[config.mk]
export PLATFORM = sky130hd
export DESIGN_NAME = control_unit
export DESIGN_NICKNAME = d
export VERILOG_FILES = /design/src/logic/bus_pkg.sv /design/src/logic/isa_pkg.sv /design/src/logic/control_unit.sv
export SDC_FILE = /design/constraint.sdc
export NUM_CORES = 1
export LEC_CHECK = 0
export BUFFER_PORTS_ARGS = -buffer_cell sky130_fd_sc_hd__buf_2
export CAP_MARGIN = 20
export CELL_PAD_IN_SITES_DETAIL_PLACEMENT = 0
export CELL_PAD_IN_SITES_GLOBAL_PLACEMENT = 1
export CORE_AREA = 2 2 79 62
export DETAILED_ROUTE_END_ITERATION = 7
export DIE_AREA = 0 0 81 64
export GPL_TIMING_DRIVEN = 1
export PLACE_DENSITY_LB_ADDON = 0.1
export SYNTH_ARGS = -nofsm -noshare
export SYNTH_HDL_FRONTEND = slang
export SYNTH_SLANG_ARGS = --single-unit
[constraint.sdc]
create_clock -name clk -period 1.7 [get_ports clk]
set_input_delay 0.17 -clock clk [delete_from_list [all_inputs] [get_ports clk]]
set_output_delay 0.17 -clock clk [all_outputs]
set_load 0.02 [all_outputs]
[src/logic/bus_pkg.sv]
package bus_pkg;
    typedef logic [15:0] data_word_t;

    // register driving the transfer bus
    typedef enum logic [3:0] {
        src_none = 4'd0,
        src_pc   = 4'd1,
        src_ar   = 4'd2,
        src_ir   = 4'd4,
        src_ac   = 4'd5,
        src_r    = 4'd6,
        src_r1   = 4'd7,
        src_r2   = 4'd8,
        src_r3   = 4'd9,
        src_r4   = 4'd10,
        src_dm   = 4'd12,
        src_im   = 4'd13
    } bus_src_e;

    localparam int en_width = 16;

    // bit positions in write_en, inc_en and clr_en
    localparam int en_pc        = 1;
    localparam int en_ar        = 2;
    localparam int en_ir        = 3;
    localparam int en_ac        = 4;
    localparam int en_r         = 5;
    localparam int en_r4        = 7;
    localparam int en_r3        = 8;
    localparam int en_r2        = 9;
    localparam int en_r1        = 10;
    localparam int en_dm        = 11;
    localparam int en_alu_to_ac = 12;
endpackage

[src/logic/isa_pkg.sv]
package isa_pkg;
    import bus_pkg::*;

    localparam int instr_addr_bits = 10;

    // opcode value doubles as the entry state of the control FSM
    typedef enum logic [5:0] {
        op_ldac   = 6'd3,
        op_ldiac  = 6'd5,
        op_stac   = 6'd8,
        op_mvac   = 6'd9,
        op_mvacar = 6'd10,
        op_mvacr1 = 6'd11,
        op_mvacr2 = 6'd12,
        op_mvacr3 = 6'd13,
        op_mvacr4 = 6'd14,
        op_mvr1ac = 6'd15,
        op_mvr2ac = 6'd16,
        op_mvr3ac = 6'd17,
        op_mvr4ac = 6'd18,
        op_add    = 6'd19,
        op_mult   = 6'd20,
        op_lshift = 6'd21,
        op_sub    = 6'd22,
        op_inac   = 6'd23,
        op_jpnz   = 6'd24,
        op_nop    = 6'd28,
        op_clac   = 6'd30,
        op_endop  = 6'd31
    } opcode_e;

    typedef enum logic [2:0] {
        alu_pass   = 3'd0,
        alu_add    = 3'd1,
        alu_sub    = 3'd2,
        alu_mult   = 3'd3,
        alu_lshift = 3'd4
    } alu_op_e;

    typedef struct packed {
        logic [instr_addr_bits-1:0] addr;
        opcode_e                    opcode;
    } instr_fields_t;

    typedef union packed {
        data_word_t    raw;    // as seen on the bus
        instr_fields_t f;
    } instr_word_u;
endpackage

[src/logic/control_unit.sv]
`timescale 1ns/1ps

module control_unit import bus_pkg::*; import isa_pkg::*; (
    input  logic                clk,
    input  logic                reset,
    input  opcode_e             opcode,
    input  logic                z,
    output bus_src_e            bus_src,
    output logic [en_width-1:0] write_en,
    output logic [en_width-1:0] inc_en,
    output logic [en_width-1:0] clr_en,
    output alu_op_e             alu_op,
    output logic                end_process
);

    typedef enum logic [5:0] {
        st_start  = 6'd0,
        st_fetch1 = 6'd1,
        st_fetch2 = 6'd2,
        st_ldac1  = 6'd3,
        st_ldac2  = 6'd4,
        st_ldiac1 = 6'd5,
        st_ldiac2 = 6'd6,
        st_stac1  = 6'd8,
        st_mvac   = 6'd9,
        st_mvacar = 6'd10,
        st_mvacr1 = 6'd11,
        st_mvacr2 = 6'd12,
        st_mvacr3 = 6'd13,
        st_mvacr4 = 6'd14,
        st_mvr1ac = 6'd15,
        st_mvr2ac = 6'd16,
        st_mvr3ac = 6'd17,
        st_mvr4ac = 6'd18,
        st_add    = 6'd19,
        st_mult   = 6'd20,
        st_lshift = 6'd21,
        st_sub    = 6'd22,
        st_inac   = 6'd23,
        st_jpnz1  = 6'd24,
        st_jpnz2  = 6'd25,
        st_nop    = 6'd28,
        st_clac   = 6'd30,
        st_endop  = 6'd31,
        st_stac2  = 6'd36
    } state_e;

    state_e state, state_next;

    always_ff @(posedge clk) begin
        if (reset) begin
            state       <= st_start;
            end_process <= 1'b0;
        end else begin
            state       <= state_next;
            end_process <= (state == st_endop);
        end
    end

    always_comb begin
        bus_src    = src_none;
        write_en   = '0;
        inc_en     = '0;
        clr_en     = '0;
        alu_op     = alu_pass;
        state_next = st_fetch1;
        case (state)
            st_start: begin
                clr_en[en_pc] = 1'b1;
                clr_en[en_ac] = 1'b1;
            end
            st_fetch1: state_next = st_fetch2;    // IM read in flight
            st_fetch2: begin
                bus_src         = src_im;
                write_en[en_ir] = 1'b1;
                case (opcode)
                    op_ldac, op_ldiac, op_stac, op_mvac, op_mvacar,
                    op_mvacr1, op_mvacr2, op_mvacr3, op_mvacr4,
                    op_mvr1ac, op_mvr2ac, op_mvr3ac, op_mvr4ac,
                    op_add, op_mult, op_lshift, op_sub, op_inac,
                    op_jpnz, op_nop, op_clac, op_endop:
                        state_next = state_e'(opcode);
                    default: state_next = st_endop;
                endcase
            end
            st_ldac1: begin
                bus_src         = src_ac;    // indirect through AC
                write_en[en_ar] = 1'b1;
                state_next      = st_ldac2;
            end
            st_ldiac1: begin
                bus_src         = src_ir;
                write_en[en_ar] = 1'b1;
                state_next      = st_ldiac2;
            end
            st_ldac2, st_ldiac2: begin
                bus_src         = src_dm;
                write_en[en_ac] = 1'b1;
                inc_en[en_pc]   = 1'b1;
            end
            st_stac1: begin
                bus_src         = src_ir;
                write_en[en_ar] = 1'b1;
                state_next      = st_stac2;
            end
            st_stac2: begin
                write_en[en_dm] = 1'b1;
                inc_en[en_pc]   = 1'b1;
            end
            st_mvac, st_mvacar, st_mvacr1, st_mvacr2, st_mvacr3, st_mvacr4: begin
                bus_src       = src_ac;
                inc_en[en_pc] = 1'b1;
                case (state)
                    st_mvac:   write_en[en_r]  = 1'b1;
                    st_mvacar: write_en[en_ar] = 1'b1;
                    st_mvacr1: write_en[en_r1] = 1'b1;
                    st_mvacr2: write_en[en_r2] = 1'b1;
                    st_mvacr3: write_en[en_r3] = 1'b1;
                    default:   write_en[en_r4] = 1'b1;
                endcase
            end
            st_mvr1ac, st_mvr2ac, st_mvr3ac, st_mvr4ac: begin
                write_en[en_ac] = 1'b1;
                inc_en[en_pc]   = 1'b1;
                case (state)
                    st_mvr1ac: bus_src = src_r1;
                    st_mvr2ac: bus_src = src_r2;
                    st_mvr3ac: bus_src = src_r3;
                    default:   bus_src = src_r4;
                endcase
            end
            st_add, st_sub, st_mult, st_lshift: begin
                write_en[en_alu_to_ac] = 1'b1;
                inc_en[en_pc]          = 1'b1;
                case (state)
                    st_add:  alu_op = alu_add;
                    st_sub:  alu_op = alu_sub;
                    st_mult: alu_op = alu_mult;
                    default: alu_op = alu_lshift;
                endcase
            end
            st_inac: begin
                inc_en[en_ac] = 1'b1;
                inc_en[en_pc] = 1'b1;
            end
            st_clac: begin
                clr_en[en_ac] = 1'b1;
                inc_en[en_pc] = 1'b1;
            end
            st_nop: inc_en[en_pc] = 1'b1;
            st_jpnz1: begin
                if (z) begin
                    inc_en[en_pc] = 1'b1;    // fall through
                end else begin
                    state_next = st_jpnz2;
                end
            end
            st_jpnz2: begin
                bus_src         = src_ir;    // branch target from address field
                write_en[en_pc] = 1'b1;
            end
            default: state_next = st_endop;    // endop parks here
        endcase
    end

    a_one_bus_sink: assert property (@(posedge clk) disable iff (reset)
        $onehot0({write_en[en_r], write_en[en_r1], write_en[en_r2], write_en[en_r3],
                  write_en[en_r4], write_en[en_ar], write_en[en_dm]}));

endmodule

==> run metrics <==
1st-pass router iterations=4; critical path data arrival time=1.51 ns; global-route usage over all layers=13.66%; Final setup viols=0; peak supply drop=between 0.5 and 0.6 mV; final cell area excluding filler cells=0.001505 mm^2; cell taking the most area after synthesis=sky130_fd_sc_hd__buf_4; TritonCTS sink count=7; status=finished clean; critical path class=reg -> out; Yosys warnings=0; routed wire length=3353 um; share of flip-flops with an asynchronous set or reset after synthesis=0%; gr ovfl total=0; via count of the first global-routing pass=1169; fin. max-slew vios=0; largest fanout on the critical path=11; fraction of the yosys area taken by sequential cells=12.73%; WP data required=around 1.5 ns; Post-DRT Antenna Nets=0; buffer levels on the longest clock path=2; worst path buffer plus inverter count=1; element type at the critical path end=primary output; kind of cell adding the most delay to the critical path=simple AND/OR/NAND/NOR gates; routed wirelength normalized by instance count=12.56 um; clock transition at the registers of the reported paths=0.04 ns; library cells used by synthesis=41; number of diodes added for antenna fixing=0; IO Pins=65; Slowest-stage cell, CP=sky130_fd_sc_hd__or4_4; post-synthesis instance area=0.001101 mm^2; class of the tightest hold or removal check=in -> reg; Total Neg Setup Slack=0 ns; root buffer cell=sky130_fd_sc_hd__clkbuf_8; via density per instance=4.603; Hold Violations, Final=0; synth top area cells=sky130_fd_sc_hd__buf_4 23%, sky130_fd_sc_hd__dfxtp_1 13%, sky130_fd_sc_hd__nor2_1 6.8%; CTS tree=done; max-capacitance violation count=0; prevailing post-synth register cell=sky130_fd_sc_hd__dfxtp_1; post-DP HPWL=2521 um; final critical path time including I/O delays and setup=1.676 ns; row count=21; peak per-stage delay on the critical path=0.49 ns; number of buffers created by CTS=3; nets@finish=220; Yosys reg bits=7; leakage power figure=0.0007210 uW; wire length of the first global-routing pass=5540 um; mean cell area of the mapped netlist=6.882 um^2; die width=81 um; proportion of layout cells with a drive suffix above 1=40.00%; placeable core region=0.004362 mm^2; number of antenna violations at the first check in global routing=0; detailed router's first-iteration violation count=73; slew at the pin closest to its max-slew limit=0.5052 ns; initial core utilization=25.24%; Syn-to-layout area delta=36.70%; Pwr Density=1599 mW/mm^2; number of vias in the routed layout=1229; Final Util=34.51%; worst clock skew=0.003216 ns; full die area=slightly above 0.005 mm^2; Max H-tree Level=1; number of enable flip-flop cells after synthesis=0; sort of element at the start of the critical path=register; RSZ-0062 raised after global routing=yes; largest net degree at the start of global routing=15; final clock period utilization by the worst path=slightly below 100%; cell count after synthesis=160; list of cells traversed by the critical path=or4_4, a211oi_2, buf_4; CTS Hold Bufs=0; residual DRC count=0; Die Height=64 um; area share of the leading cell type in the synthesized netlist=22.50%; Placed Area=between 0.001 and 0.0015 mm^2; Port Buf Inserts=31; headroom to the max-slew limit=65.45%; maximum clock rate=around 600 MHz; clock latency on the worst-skew pair=0.23 ns; routability-driven placement congestion ratio=0.7617
[cells by family (layout without fill, tap and decap cells)]
| family | count (synthesis) | count (layout) | share of synthesized area [%] |
|---|---|---|---|
| compound gates | 37 | 37 | 22.84 |
| xor+xnor | 3 | 3 | 2.387 |
| buf+inv | 47 | 65 | 28.30 |
| flops | 7 | 7 | 12.73 |
| mux | 3 | 3 | 2.841 |
| other cells | 1 | 33 | 0.3406 |
| simple gates | 62 | 62 | 30.57 |
[worst paths after layout]
kind / start / end / slack, ns / depth (start not counted)
max: state[4] / clr_en[4] / 0.02 / 3
min: reset / state[0] / 0.20 / 2
max reg2reg: state[3] / state[0] / 0.15 / 4
min reg2reg: state[5] / state[0] / 0.62 / 2
[sequential cells by signal (all words and copies together) (netlist names)]
signal       count
state            6
end_process      1
[worst register-to-register path: cells and delay by family, from the launching register on]
| kind | cells | cell delay [ns] |
|---|---|---|
| simple gates | 2 | 0.88 |
| flops | 1 | 0.36 |
| compound gates | 2 | 0.18 |
[final cells by class]
class	instances	area, um^2
Inverter	3	11.26
Fill cell	498	2856
Sequential cell	7	153.9
Clock buffer	4	45.04
Timing Repair Buffer	58	384.1
Tap cell	57	71.32
Multi-Input combinational cell	138	839.6
[per-layer routing]
metal	vias up	routed length [um]	GRT usage (%)
met4	0	24	3.814
met1	570	1557	17.90
met2	47	1546	21.80
met3	4	224	3.814
li1	608	-	-
met5	-	0	0
[cell usage in the layout, fill, tap and decap left out, types with 2 or more instances in the layout]
cell                        n
sky130_fd_sc_hd__o22ai_1    2
sky130_fd_sc_hd__o31ai_1    2
sky130_fd_sc_hd__xor2_1     3
sky130_fd_sc_hd__nand2b_1   5
sky130_fd_sc_hd__conb_1    33
sky130_fd_sc_hd__buf_2     25
sky130_fd_sc_hd__nand2_1    7
sky130_fd_sc_hd__or4_4      2
sky130_fd_sc_hd__a31oi_1    2
sky130_fd_sc_hd__o211a_1    2
sky130_fd_sc_hd__o22a_1     2
sky130_fd_sc_hd__nor2_1    18
sky130_fd_sc_hd__o311ai_0   2
sky130_fd_sc_hd__nor3_1     8
sky130_fd_sc_hd__nand2b_4   4
sky130_fd_sc_hd__buf_6      3
sky130_fd_sc_hd__dfxtp_2    2
sky130_fd_sc_hd__dfxtp_1    2
sky130_fd_sc_hd__nand3b_1   2
sky130_fd_sc_hd__inv_1      3
sky130_fd_sc_hd__o21ai_0    2
sky130_fd_sc_hd__buf_4     30
sky130_fd_sc_hd__nor4_1     2
sky130_fd_sc_hd__mux2i_1    2
sky130_fd_sc_hd__or2_2      2
sky130_fd_sc_hd__a21oi_1   10
sky130_fd_sc_hd__o211ai_1   2
sky130_fd_sc_hd__nor2_2     2
sky130_fd_sc_hd__clkbuf_8   3
sky130_fd_sc_hd__dfxtp_4    3
[what timing repair did]
action,CTS,global route
pin swaps,1,8
gates resized for setup,12,21
endpoints found under the hold margin,0,0
endpoints found under the setup margin,17,14
buffers inserted,3,5
[through the flow]
step           cells  hold slack [ns]  setup WS (ns)  total power, uW
3_5_place_dp     255           0.4446        0.02544             1857
5_1_grt          267           0.2321       -0.02441             2612
6_report         267           0.1996        0.02391             2407
4_1_cts          262           0.2020       -0.01342             2234
3_3_place_gp     255           0.4518        0.07843             1876
2_1_floorplan    192           0.2391        0.02707             1369
[cell usage after synthesis (all sizes together) (4+ instances only)]
library cell and count:
a21oi 11, nor3 8, nor2 20, nand2b 9, dfxtp 7, clkbuf 7
buf 37, o21ai 4, nand2 7
[where the power goes]
group / switching [uW] / internal [uW]
clock network: 73.2 / 162
registers: 113 / 231
logic: 1000 / 827
total: 1190 / 1220
Note: power is estimated with default switching activity, not from simulation.
