## config.mk

```make
export PLATFORM = sky130hd
export DESIGN_NAME = datapath
export DESIGN_NICKNAME = d
export VERILOG_FILES = /design/src/logic/bus_pkg.sv /design/src/logic/isa_pkg.sv /design/src/logic/alu.sv /design/src/logic/datapath.sv
export SDC_FILE = /design/constraint.sdc
export NUM_CORES = 1
export LEC_CHECK = 0
export ABC_AREA = 1
export BUFFER_PORTS_ARGS = -buffer_cell sky130_fd_sc_hd__buf_2
export CAP_MARGIN = 10
export CORE_ASPECT_RATIO = 1.75
export CORE_MARGIN = 1.5
export CORE_UTILIZATION = 40
export CTS_CLUSTER_DIAMETER = 200
export DETAILED_ROUTE_END_ITERATION = 16
export SETUP_SLACK_MARGIN = 0.5
export SKIP_LAST_GASP = 1
export SLEW_MARGIN = 25
export SYNTH_ARGS = -nofsm -noshare
export SYNTH_HDL_FRONTEND = slang
export SYNTH_HIERARCHICAL = 1
export SYNTH_SLANG_ARGS = --single-unit
```

## constraint.sdc

```tcl
create_clock -name clk -period 11.8 [get_ports clk]
set_input_delay 1.77 -clock clk [delete_from_list [all_inputs] [get_ports clk]]
set_output_delay 1.77 -clock clk [all_outputs]
set_load 0.02 [all_outputs]
```

## src/logic/bus_pkg.sv

```systemverilog
package bus_pkg;
    typedef logic [15:0] data_word_t;

    // register driving the transfer bus
    typedef enum logic [3:0] {
        src_none = 4'd0,
        src_pc   = 4'd1,
        src_ar   = 4'd2,
        src_ir   = 4'd4,
        src_ac   = 4'd5,
        src_r    = 4'd6,
        src_r1   = 4'd7,
        src_r2   = 4'd8,
        src_r3   = 4'd9,
        src_r4   = 4'd10,
        src_dm   = 4'd12,
        src_im   = 4'd13
    } bus_src_e;

    localparam int en_width = 16;

    // bit positions in write_en, inc_en and clr_en
    localparam int en_pc        = 1;
    localparam int en_ar        = 2;
    localparam int en_ir        = 3;
    localparam int en_ac        = 4;
    localparam int en_r         = 5;
    localparam int en_r4        = 7;
    localparam int en_r3        = 8;
    localparam int en_r2        = 9;
    localparam int en_r1        = 10;
    localparam int en_dm        = 11;
    localparam int en_alu_to_ac = 12;
endpackage

```

## src/logic/isa_pkg.sv

```systemverilog
package isa_pkg;
    import bus_pkg::*;

    localparam int instr_addr_bits = 10;

    // opcode value doubles as the entry state of the control FSM
    typedef enum logic [5:0] {
        op_ldac   = 6'd3,
        op_ldiac  = 6'd5,
        op_stac   = 6'd8,
        op_mvac   = 6'd9,
        op_mvacar = 6'd10,
        op_mvacr1 = 6'd11,
        op_mvacr2 = 6'd12,
        op_mvacr3 = 6'd13,
        op_mvacr4 = 6'd14,
        op_mvr1ac = 6'd15,
        op_mvr2ac = 6'd16,
        op_mvr3ac = 6'd17,
        op_mvr4ac = 6'd18,
        op_add    = 6'd19,
        op_mult   = 6'd20,
        op_lshift = 6'd21,
        op_sub    = 6'd22,
        op_inac   = 6'd23,
        op_jpnz   = 6'd24,
        op_nop    = 6'd28,
        op_clac   = 6'd30,
        op_endop  = 6'd31
    } opcode_e;

    typedef enum logic [2:0] {
        alu_pass   = 3'd0,
        alu_add    = 3'd1,
        alu_sub    = 3'd2,
        alu_mult   = 3'd3,
        alu_lshift = 3'd4
    } alu_op_e;

    typedef struct packed {
        logic [instr_addr_bits-1:0] addr;
        opcode_e                    opcode;
    } instr_fields_t;

    typedef union packed {
        data_word_t    raw;    // as seen on the bus
        instr_fields_t f;
    } instr_word_u;
endpackage

```

## src/logic/alu.sv

```systemverilog
`timescale 1ns/1ps

module alu import bus_pkg::*; import isa_pkg::*; (
    input  alu_op_e    alu_op,
    input  data_word_t a,
    input  data_word_t b,
    output data_word_t result
);

    data_word_t product;

    assign product = a * b;    // low half only

    always_comb begin
        case (alu_op)
            alu_add:    result = a + b;
            alu_sub:    result = a - b;
            alu_mult:   result = product;
            alu_lshift: result = {a[14:0], 1'b0};
            default:    result = a;
        endcase
    end

endmodule

```

## src/logic/datapath.sv

```systemverilog
`timescale 1ns/1ps

module datapath import bus_pkg::*; import isa_pkg::*; #(
    parameter int ADDR_WIDTH = 10
) (
    input  logic                  clk,
    input  logic                  reset,
    input  bus_src_e              bus_src,
    input  logic [en_width-1:0]   write_en,
    input  logic [en_width-1:0]   inc_en,
    input  logic [en_width-1:0]   clr_en,
    input  alu_op_e               alu_op,
    input  data_word_t            im_rdata,
    input  data_word_t            dm_rdata,
    output logic [ADDR_WIDTH-1:0] im_addr,
    output logic [ADDR_WIDTH-1:0] dm_addr,
    output data_word_t            dm_wdata,
    output logic                  dm_we,
    output opcode_e               opcode,
    output logic                  z,
    output data_word_t            ac
);

    logic [ADDR_WIDTH-1:0]      pc, ar;
    logic [instr_addr_bits-1:0] addr_field;
    instr_word_u                ir_q, ir_d;
    data_word_t                 r, r1, r2, r3, r4;
    data_word_t                 bus, alu_result;

    always_comb begin
        case (bus_src)
            src_pc:  bus = data_word_t'(pc);
            src_ar:  bus = data_word_t'(ar);
            src_ir:  bus = ir_q.raw;
            src_ac:  bus = ac;
            src_r:   bus = r;
            src_r1:  bus = r1;
            src_r2:  bus = r2;
            src_r3:  bus = r3;
            src_r4:  bus = r4;
            src_dm:  bus = dm_rdata;
            src_im:  bus = im_rdata;
            default: bus = '0;
        endcase
    end

    // PC and AR take the address field when IR drives the bus
    assign addr_field = (bus_src == src_ir) ? ir_q.f.addr : bus[instr_addr_bits-1:0];

    // opcode seen by the FSM already during fetch2
    assign ir_d.raw = write_en[en_ir] ? bus : ir_q.raw;
    assign opcode   = ir_d.f.opcode;

    assign im_addr  = pc;
    assign dm_addr  = write_en[en_ar] ? addr_field[ADDR_WIDTH-1:0] : ar;    // AR bypass
    assign dm_wdata = ac;
    assign dm_we    = write_en[en_dm];
    assign z        = (ac == '0);

    alu alu0 (
        .alu_op (alu_op),
        .a      (ac),
        .b      (r),
        .result (alu_result)
    );

    always_ff @(posedge clk) begin
        if (reset) begin
            pc <= '0;
            ac <= '0;
        end else begin
            if (clr_en[en_pc])
                pc <= '0;
            else if (write_en[en_pc])
                pc <= addr_field[ADDR_WIDTH-1:0];
            else if (inc_en[en_pc])
                pc <= pc + 1'b1;

            if (clr_en[en_ac])
                ac <= '0;
            else if (write_en[en_ac])
                ac <= bus;
            else if (write_en[en_alu_to_ac])
                ac <= alu_result;
            else if (inc_en[en_ac])
                ac <= ac + 1'b1;
        end
    end

    always_ff @(posedge clk) begin
        if (write_en[en_ar]) ar <= addr_field[ADDR_WIDTH-1:0];
        if (write_en[en_ir]) ir_q <= ir_d;
        if (write_en[en_r])  r  <= bus;
        if (write_en[en_r1]) r1 <= bus;
        if (write_en[en_r2]) r2 <= bus;
        if (write_en[en_r3]) r3 <= bus;
        if (write_en[en_r4]) r4 <= bus;
    end

    a_ac_single_source: assert property (@(posedge clk) disable iff (reset)
        !(write_en[en_ac] && write_en[en_alu_to_ac]));

endmodule

```

==> metrics.md, run 1 <==
| Metric | Value |
|---|---|
| Clock slew at reported path FFs | `60 ps` |
| Post-synthesis compound-gate area fraction | `0.06738` |
| Slowest cell on crit path | `edfxtp_1` |
| Largest net degree at the start of global routing | `32` |
| Max Fclk | `154.3 MHz` |
| Syn avg cell area | `7.160 um^2` |
| Relative slew margins | `0.3377` |
| Number of setup violations in the final report | `0` |
| Fillers | `3173` |
| Worst Path Class, Setup | `reg2reg` |
| Required time worst endpoint | `12120 ps` |
| Hold_ws | `471.8 ps` |
| All-Layer GR Usage | `0.2447` |
| CP Launch Type | `flip-flop` |
| Worst reg2reg path startpoint | `r[2]` |
| Max Slew Vio Count | `0` |
| Placed insts | `2243` |
| Largest family of logic cells by synthesized area | `simple AND/OR/NAND/NOR gates` |
| Cell Area, Synth | `12790 um^2` |
| Post-synth EDFFs | `96` |
| Hold Path Class | `reg2reg` |
| Pwr/cell area | `104.2 nW/um^2` |
| Root Buffer | `clkbuf_16` |
| Post-CTS setup buffers | `0` |
| Area of the multi-input gates | `7462 um^2` |
| Final period util | `0.5492` |
| Routed Antenna Nets | `0` |
| Worst-Skew Late Latency | `430 ps` |
| Most frequent cells in the layout | `nand2_1, inv_1, nand3_1, nor2_1, buf_2` |
| First-pass GRT wire length | `62650 um` |
| Setup TNS | `0 ps` |
| Clock Sinks | `132` |
| H-tree Lvls | `4` |
| Core Rows | `86` |
| Adder-Cell Fraction of Synth Area | `0.1942` |
| Final Hold Viols | `0` |
| Total power | `1.481 mW` |
| Actual slew at the worst max-slew pin | `993.4 ps` |
| Synth Instances | `1787` |
| Seq/Total Area, Yosys | `0.2816` |
| CP most frequent cell | `nand2_1` |
| Cts bufs inserted | `17` |
| Die H | `239.6 um` |
| CP max FO | `18` |
| Worst Skew | `9.295 ps` |
| Post-place setup slack | `5400 ps` |
| Worst VDD drop | `141.7 uV` |
| Die X | `138.2 um` |
| Leak | `7.658 nW` |
| Multiplexer area fraction after synthesis | `0.005281` |
| Core area | `31530 um^2` |
| Worst hold start | `ar[2]` |
| Most common cell after layout, fill and taps aside | `nand2_1` |
| CP Buf/Inv Count | `4` |
| Final WL | `39530 um` |
| Drt first pass iters | `6` |
| Minimum clock period | `6481 ps` |
| Inserted Diodes | `0` |
| Yosys cell types | `48` |
| CTS Hold Bufs | `0` |
| GR Overflow Total | `0` |
| Nets | `2105` |
| Final cell area excluding filler cells | `14210 um^2` |
| Total number of yosys warnings | `6` |
| Area post-placement | `13620 um^2` |
| Starting Density | `0.4058` |
| Setup crit start | `r[2]` |
| Bufs on Longest Clock Path | `2` |
| CTS resizes | `0` |
| Register Area | `3603 um^2` |
| GPL Wtd Cong | `0.9360` |
| Outcome | `completed` |
| Io pins | `149` |
| Routed vias | `11650` |
| Final Core Density | `0.4507` |
| DR WL/cell | `17.37 um` |
| Top FF cell, synth | `edfxtp_1` |
| Synthesized flop and latch total | `132` |
| Max-cap viol count | `0` |
| DR iter-0 viols | `532` |
| Number of vias per cell | `5.119` |
| Vias in the first global route | `12060` |
| Layout cells sized above 1 | `0.1187` |
| Slowest Stage Delay on Critical Path | `1000 ps` |
| Clock tree from TritonCTS | `yes` |
| RSZ-0062 raised after global routing | `false` |
| Initial antenna violation count | `0` |
| Slack of the critical path | `5319 ps` |
| Final cell count without fillers | `2275` |
| Delay-heaviest family, CP | `adder cells` |
| Synth Area in Simple Gates | `0.2988` |
| DP HPWL | `31010 um` |
| Port bufs | `113` |
| CP arrival | `6800 ps` |
| Worst Setup End Kind | `flip-flop` |
| XOR/XNOR share of the synthesized area | `0.01711` |
| Syn_nets | `2026` |
| DRC viols | `0` |
| Die area | `33110 um^2` |
| Area Growth Syn to Fin | `11.05%` |
| Post-synth ARST share | `0` |
[cell usage after synthesis (16+ instances only)]
cell type,n,area (um^2)
buf_4,24,180.2
dfxtp_1,36,720.7
clkbuf_1,23,86.33
nand4_1,16,100.1
ha_1,69,863.3
o21ai_0,47,235.2
inv_1,336,1261
xor2_1,16,140.1
edfxtp_1,96,2883
nand2_1,554,2079
a21oi_1,71,355.3
buf_2,22,110.1
fa_1,81,1622
nor2_1,115,431.7
nand3_1,151,755.7
[registers in the layout, summed over array words and instances (netlist names)]
signal,count
ac,16
ar,10
im_addr,10
ir_q,16
r,16
r1,16
r2,16
r3,16
r4,16
[metal layers]
metal | wire, um | up-vias | GRT usage
li1 | - | 5722 | -
met5 | 0 | - | 0
met4 | 2438 | 0 | 0.1560
met1 | 13670 | 5497 | 0.2286
met3 | 1173 | 136 | 0.02719
met2 | 22240 | 290 | 0.4943
[area by class of cell]
cell class                      instances  share of cell area
Sequential cell                       132              0.2536
Clock buffer                           22             0.03197
Tap cell                              396             0.03487
Clock inverter                         10            0.009422
Multi-Input combinational cell       1231              0.5252
Inverter                              344             0.09088
Timing Repair Buffer                  140             0.05407
[where the power goes]
part / leakage, nW / internal [mW] / switching [mW]
clock: 0.284 / 0.336 / 0.195
sequential: 1.28 / 0.548 / 0.0369
combinational: 6.10 / 0.116 / 0.249
[tightest hold or removal path: stages, from the launching register on]
cell and delay, ps:
dfxtp_1 310, nand2_1 60, nand2_1 60
[cell families (layout without fill, tap and decap cells)]
logic type,Yosys count,count (layout)
compound gates,153,153
buf+inv,424,516
mux,6,6
flops,132,132
fa+ha+maj,150,150
simple gates,897,897
xor+xnor,25,25
[worst paths after layout]
| kind | end | slack (ps) | cells past startpoint |
|---|---|---|---|
| worst min-delay path | ar[2] | 470 | 2 |
| worst max-delay path | ac[15] | 5320 | 28 |
| worst min register to register | ar[2] | 470 | 2 |
| worst max register to register | ac[15] | 5320 | 28 |
No activity file was read; power rests on OpenSTA's default activity.
==> run 2, diff against run 1 <==
ABC_AREA = 0   (was 1)
clock period = 6.32 ns   (was 11.8 ns; I/O delays follow)
==> run 2 against run 1 <==
Effect of this change:
- wire length rose by 11%
- synthesized cell count fell by 25%
- combinational power is 140% higher
- cell area grew 3.7%
- non-clock buffer count is 68 higher
- critical path type unchanged
- critical endpoint is now ac[13]
- largest cell class unchanged
==> metrics.md, run 2 <==
| Metric | Value |
|---|---|
| Worst Skew | `7.624 ps` |
| Post-synth ARST share | `0` |
| Layout cells sized above 1 | `0.2350` |
| Area Growth Syn to Fin | `18.83%` |
| Most frequent cells after synthesis | `inv_1, nand2_1, edfxtp_1` |
| Cts bufs inserted | `17` |
| Max Slew Vio Count | `0` |
| DP HPWL | `33840 um` |
| Clock tree from TritonCTS | `yes` |
| Worst VDD drop | `368.7 uV` |
| Cell Area, Synth | `12400 um^2` |
| Most numerous cell in the Yosys netlist | `inv_1` |
| Final WL | `43690 um` |
| CP max FO | `4` |
| Ranking of synthesized cells by area | `edfxtp_1, fa_1, ha_1, dfxtp_1, inv_1` |
| Bufs on Longest Clock Path | `2` |
| Setup TNS | `0 ps` |
| Die H | `235.9 um` |
| Hold Path Class | `reg2reg` |
| Total number of yosys warnings | `6` |
| H-tree Lvls | `4` |
| Max Fclk | `162.4 MHz` |
| CP Buf/Inv Count | `6` |
| RSZ-0062 raised after global routing | `true` |
| Register Area | `3628 um^2` |
| Top FF cell, synth | `edfxtp_1` |
| Root Buffer | `clkbuf_16` |
| Register share of total power | `0.353` |
| Number of setup violations in the final report | `0` |
| Int Pwr | `2.074 mW` |
| Most common cell after layout, fill and taps aside | `inv_1` |
| DR WL/cell | `23.29 um` |
| Yosys cell types | `93` |
| Minimum clock period | `6157 ps` |
| Clock slew at reported path FFs | `60 ps` |
| Leak | `6.290 nW` |
| Worst Path Class, Setup | `reg2reg` |
| Yosys top cell by area | `edfxtp_1` |
| All-Layer GR Usage | `0.2755` |
| Synth top area share | `0.2324` |
| CP Launch Type | `flip-flop` |
| Delay-heaviest family, CP | `adder cells` |
| Actual slew at the worst max-slew pin | `946.9 ps` |
| Starting Density | `0.4049` |
| Die X | `136.1 um` |
| DRC viols | `0` |
| Hold_ws | `473.8 ps` |
| Worst reg2reg path startpoint | `r[4]` |
| Critical path cell sequence | `buf_4 > and2_4 > fa_1 > inv_1 > fa_1 > inv_1 > fa_1 > fa_1 > fa_1 > inv_2 > fa_1 > inv_2 > ha_4 > nand3_2 > a21oi_2 > nor3_2 > xor2_2 > o21a_1 > o22ai_2 > a222oi_1 > buf_4 > or2_0 > a21oi_1` |
| Gate power share | `0.291` |
| Required time worst endpoint | `6640 ps` |
| Worst-Skew Late Latency | `430 ps` |
| Post-place setup slack | `-103.4 ps` |
| Most frequent cells in the layout | `inv_1, nand2_1, buf_2, edfxtp_1, nor2_1` |
| Slack of the critical path | `162.9 ps` |
| Core area | `30630 um^2` |
| DR iter-0 viols | `641` |
| Routed vias | `10860` |
| Clock power frac | `0.356` |
| Core Rows | `85` |
| GR Overflow Total | `0` |
| Final Hold Viols | `0` |
| CP arrival | `6480 ps` |
| Final period util | `0.9742` |
| CP most frequent cell | `fa_1` |
| Max-cap viol count | `0` |
| Syn_nets | `1573` |
| Syn avg cell area | `9.298 um^2` |
| Post-synth EDFFs | `96` |
| First-pass GRT wire length | `65250 um` |
| Number of vias per cell | `5.787` |
| Synth Instances | `1334` |
| Worst hold start | `ar[7]` |
| Switching share of power | `0.3211` |
| Slowest Stage Delay on Critical Path | `690 ps` |
| Routed Antenna Nets | `0` |
| Initial antenna violation count | `1` |
| Sw Pwr | `0.9809 mW` |
| Clock Sinks | `132` |
| Largest net degree at the start of global routing | `39` |
| Total power | `3.055 mW` |
| Die area | `32110 um^2` |
| Nets | `1711` |
| Relative slew margins | `0.3639` |
| Area of the multi-input gates | `8015 um^2` |
| Setup crit start | `r[4]` |
| Pwr/cell area | `207.3 nW/um^2` |
| Fillers | `2958` |
| Vias in the first global route | `11050` |
| Slowest cell on crit path | `a222oi_1` |
| Drt first pass iters | `8` |
| Inserted Diodes | `0` |
| Port bufs | `113` |
| GPL Wtd Cong | `0.9528` |
| Synthesized flop and latch total | `132` |
| Worst Setup End Kind | `flip-flop` |
| Outcome | `completed` |
| Seq/Total Area, Yosys | `0.2905` |
| Io pins | `149` |
[run 2: changes by cell type after synthesis, moves of 24 or more]
cell,change
mux2i_1,+30
nor2_1,-24
nand2_1,-422
nand3_1,-131
xnor2_1,+38
and2_1,+70
inv_1,-191
[run 2: layer usage]
| layer | track usage | part of all wire | routed length, um | up-vias |
|---|---|---|---|---|
| met1 | 0.2730 | 0.33 | 14480 | 5349 |
| li1 | - | - | - | 4876 |
| met3 | 0.03353 | 0.046 | 2003 | 170 |
| met2 | 0.5092 | 0.54 | 23680 | 460 |
| met5 | 0 | 0.00023 | 10 | - |
| met4 | 0.2083 | 0.081 | 3517 | 2 |
[run 2: power by group through the flow]
stage,Clock [mW],Combinational [mW],Sequential (mW)
global placement,0,0.799,1.10
finish,1.09,0.890,1.08
floorplan,0,0.521,1.08
detailed placement,0,0.808,1.10
global route,1.13,0.958,1.08
CTS,1.09,0.864,1.08
[run 2: worst register-to-register path: cells and delay by family (launching register included)]
family	cells	cell delay, ps
adders and majority gates	7	3250
AOI/OAI and AO/OA	5	1010
buffers and inverters	6	610
and+or+nand+nor	4	520
DFF	1	490
xor gates and xnor gates	1	180
[run 2: final timing paths]
kind / end / slack, ps / cells after the start
setup / recovery: ac[13] / 160 / 23
hold / removal: ar[7] / 470 / 2
setup reg to reg: ac[13] / 160 / 23
hold reg to reg: ar[7] / 470 / 2
[run 2: layout make-up]
class / instances / share of cell area
clock buffer: 19 / 0.02937
clock inverter: 13 / 0.01392
inverter: 147 / 0.03744
multi-input combinational: 966 / 0.5438
sequential: 132 / 0.2462
tap: 391 / 0.03319
timing repair buffer: 208 / 0.09610
[run 2: what timing repair did]
item | in CTS | in global routing
pin swaps | 51 | 34
hold buffers | 0 | 0
setup buffers | 15 | 14
endpoints found under the setup margin | 7 | 7
gates resized for setup | 55 | 27
gates cloned | 0 | 1
[run 2: per-stage QoR]
| step | utilization | std cells | area (um^2) |
|---|---|---|---|
| after floorplan | - | 1334 | 12440 |
| after global placement | 0.4412 | 1814 | 13510 |
| after detailed placement | 0.4412 | 1814 | 13510 |
| after CTS | 0.4740 | 1861 | 14520 |
| after global routing | 0.4812 | 1876 | 14740 |
| final | 0.4812 | 1876 | 14740 |
[run 2: cell families (layout without fill, tap and decap cells)]
kind of cell,Yosys count,in the layout,synth area share
AOI/OAI and AO/OA,259,259,0.1443
xor gates and xnor gates,86,86,0.06305
adders and majority gates,150,150,0.2003
buffers and inverters,236,387,0.08534
DFF,132,132,0.2905
muxes,41,41,0.03662
and+or+nand+nor,430,430,0.1799
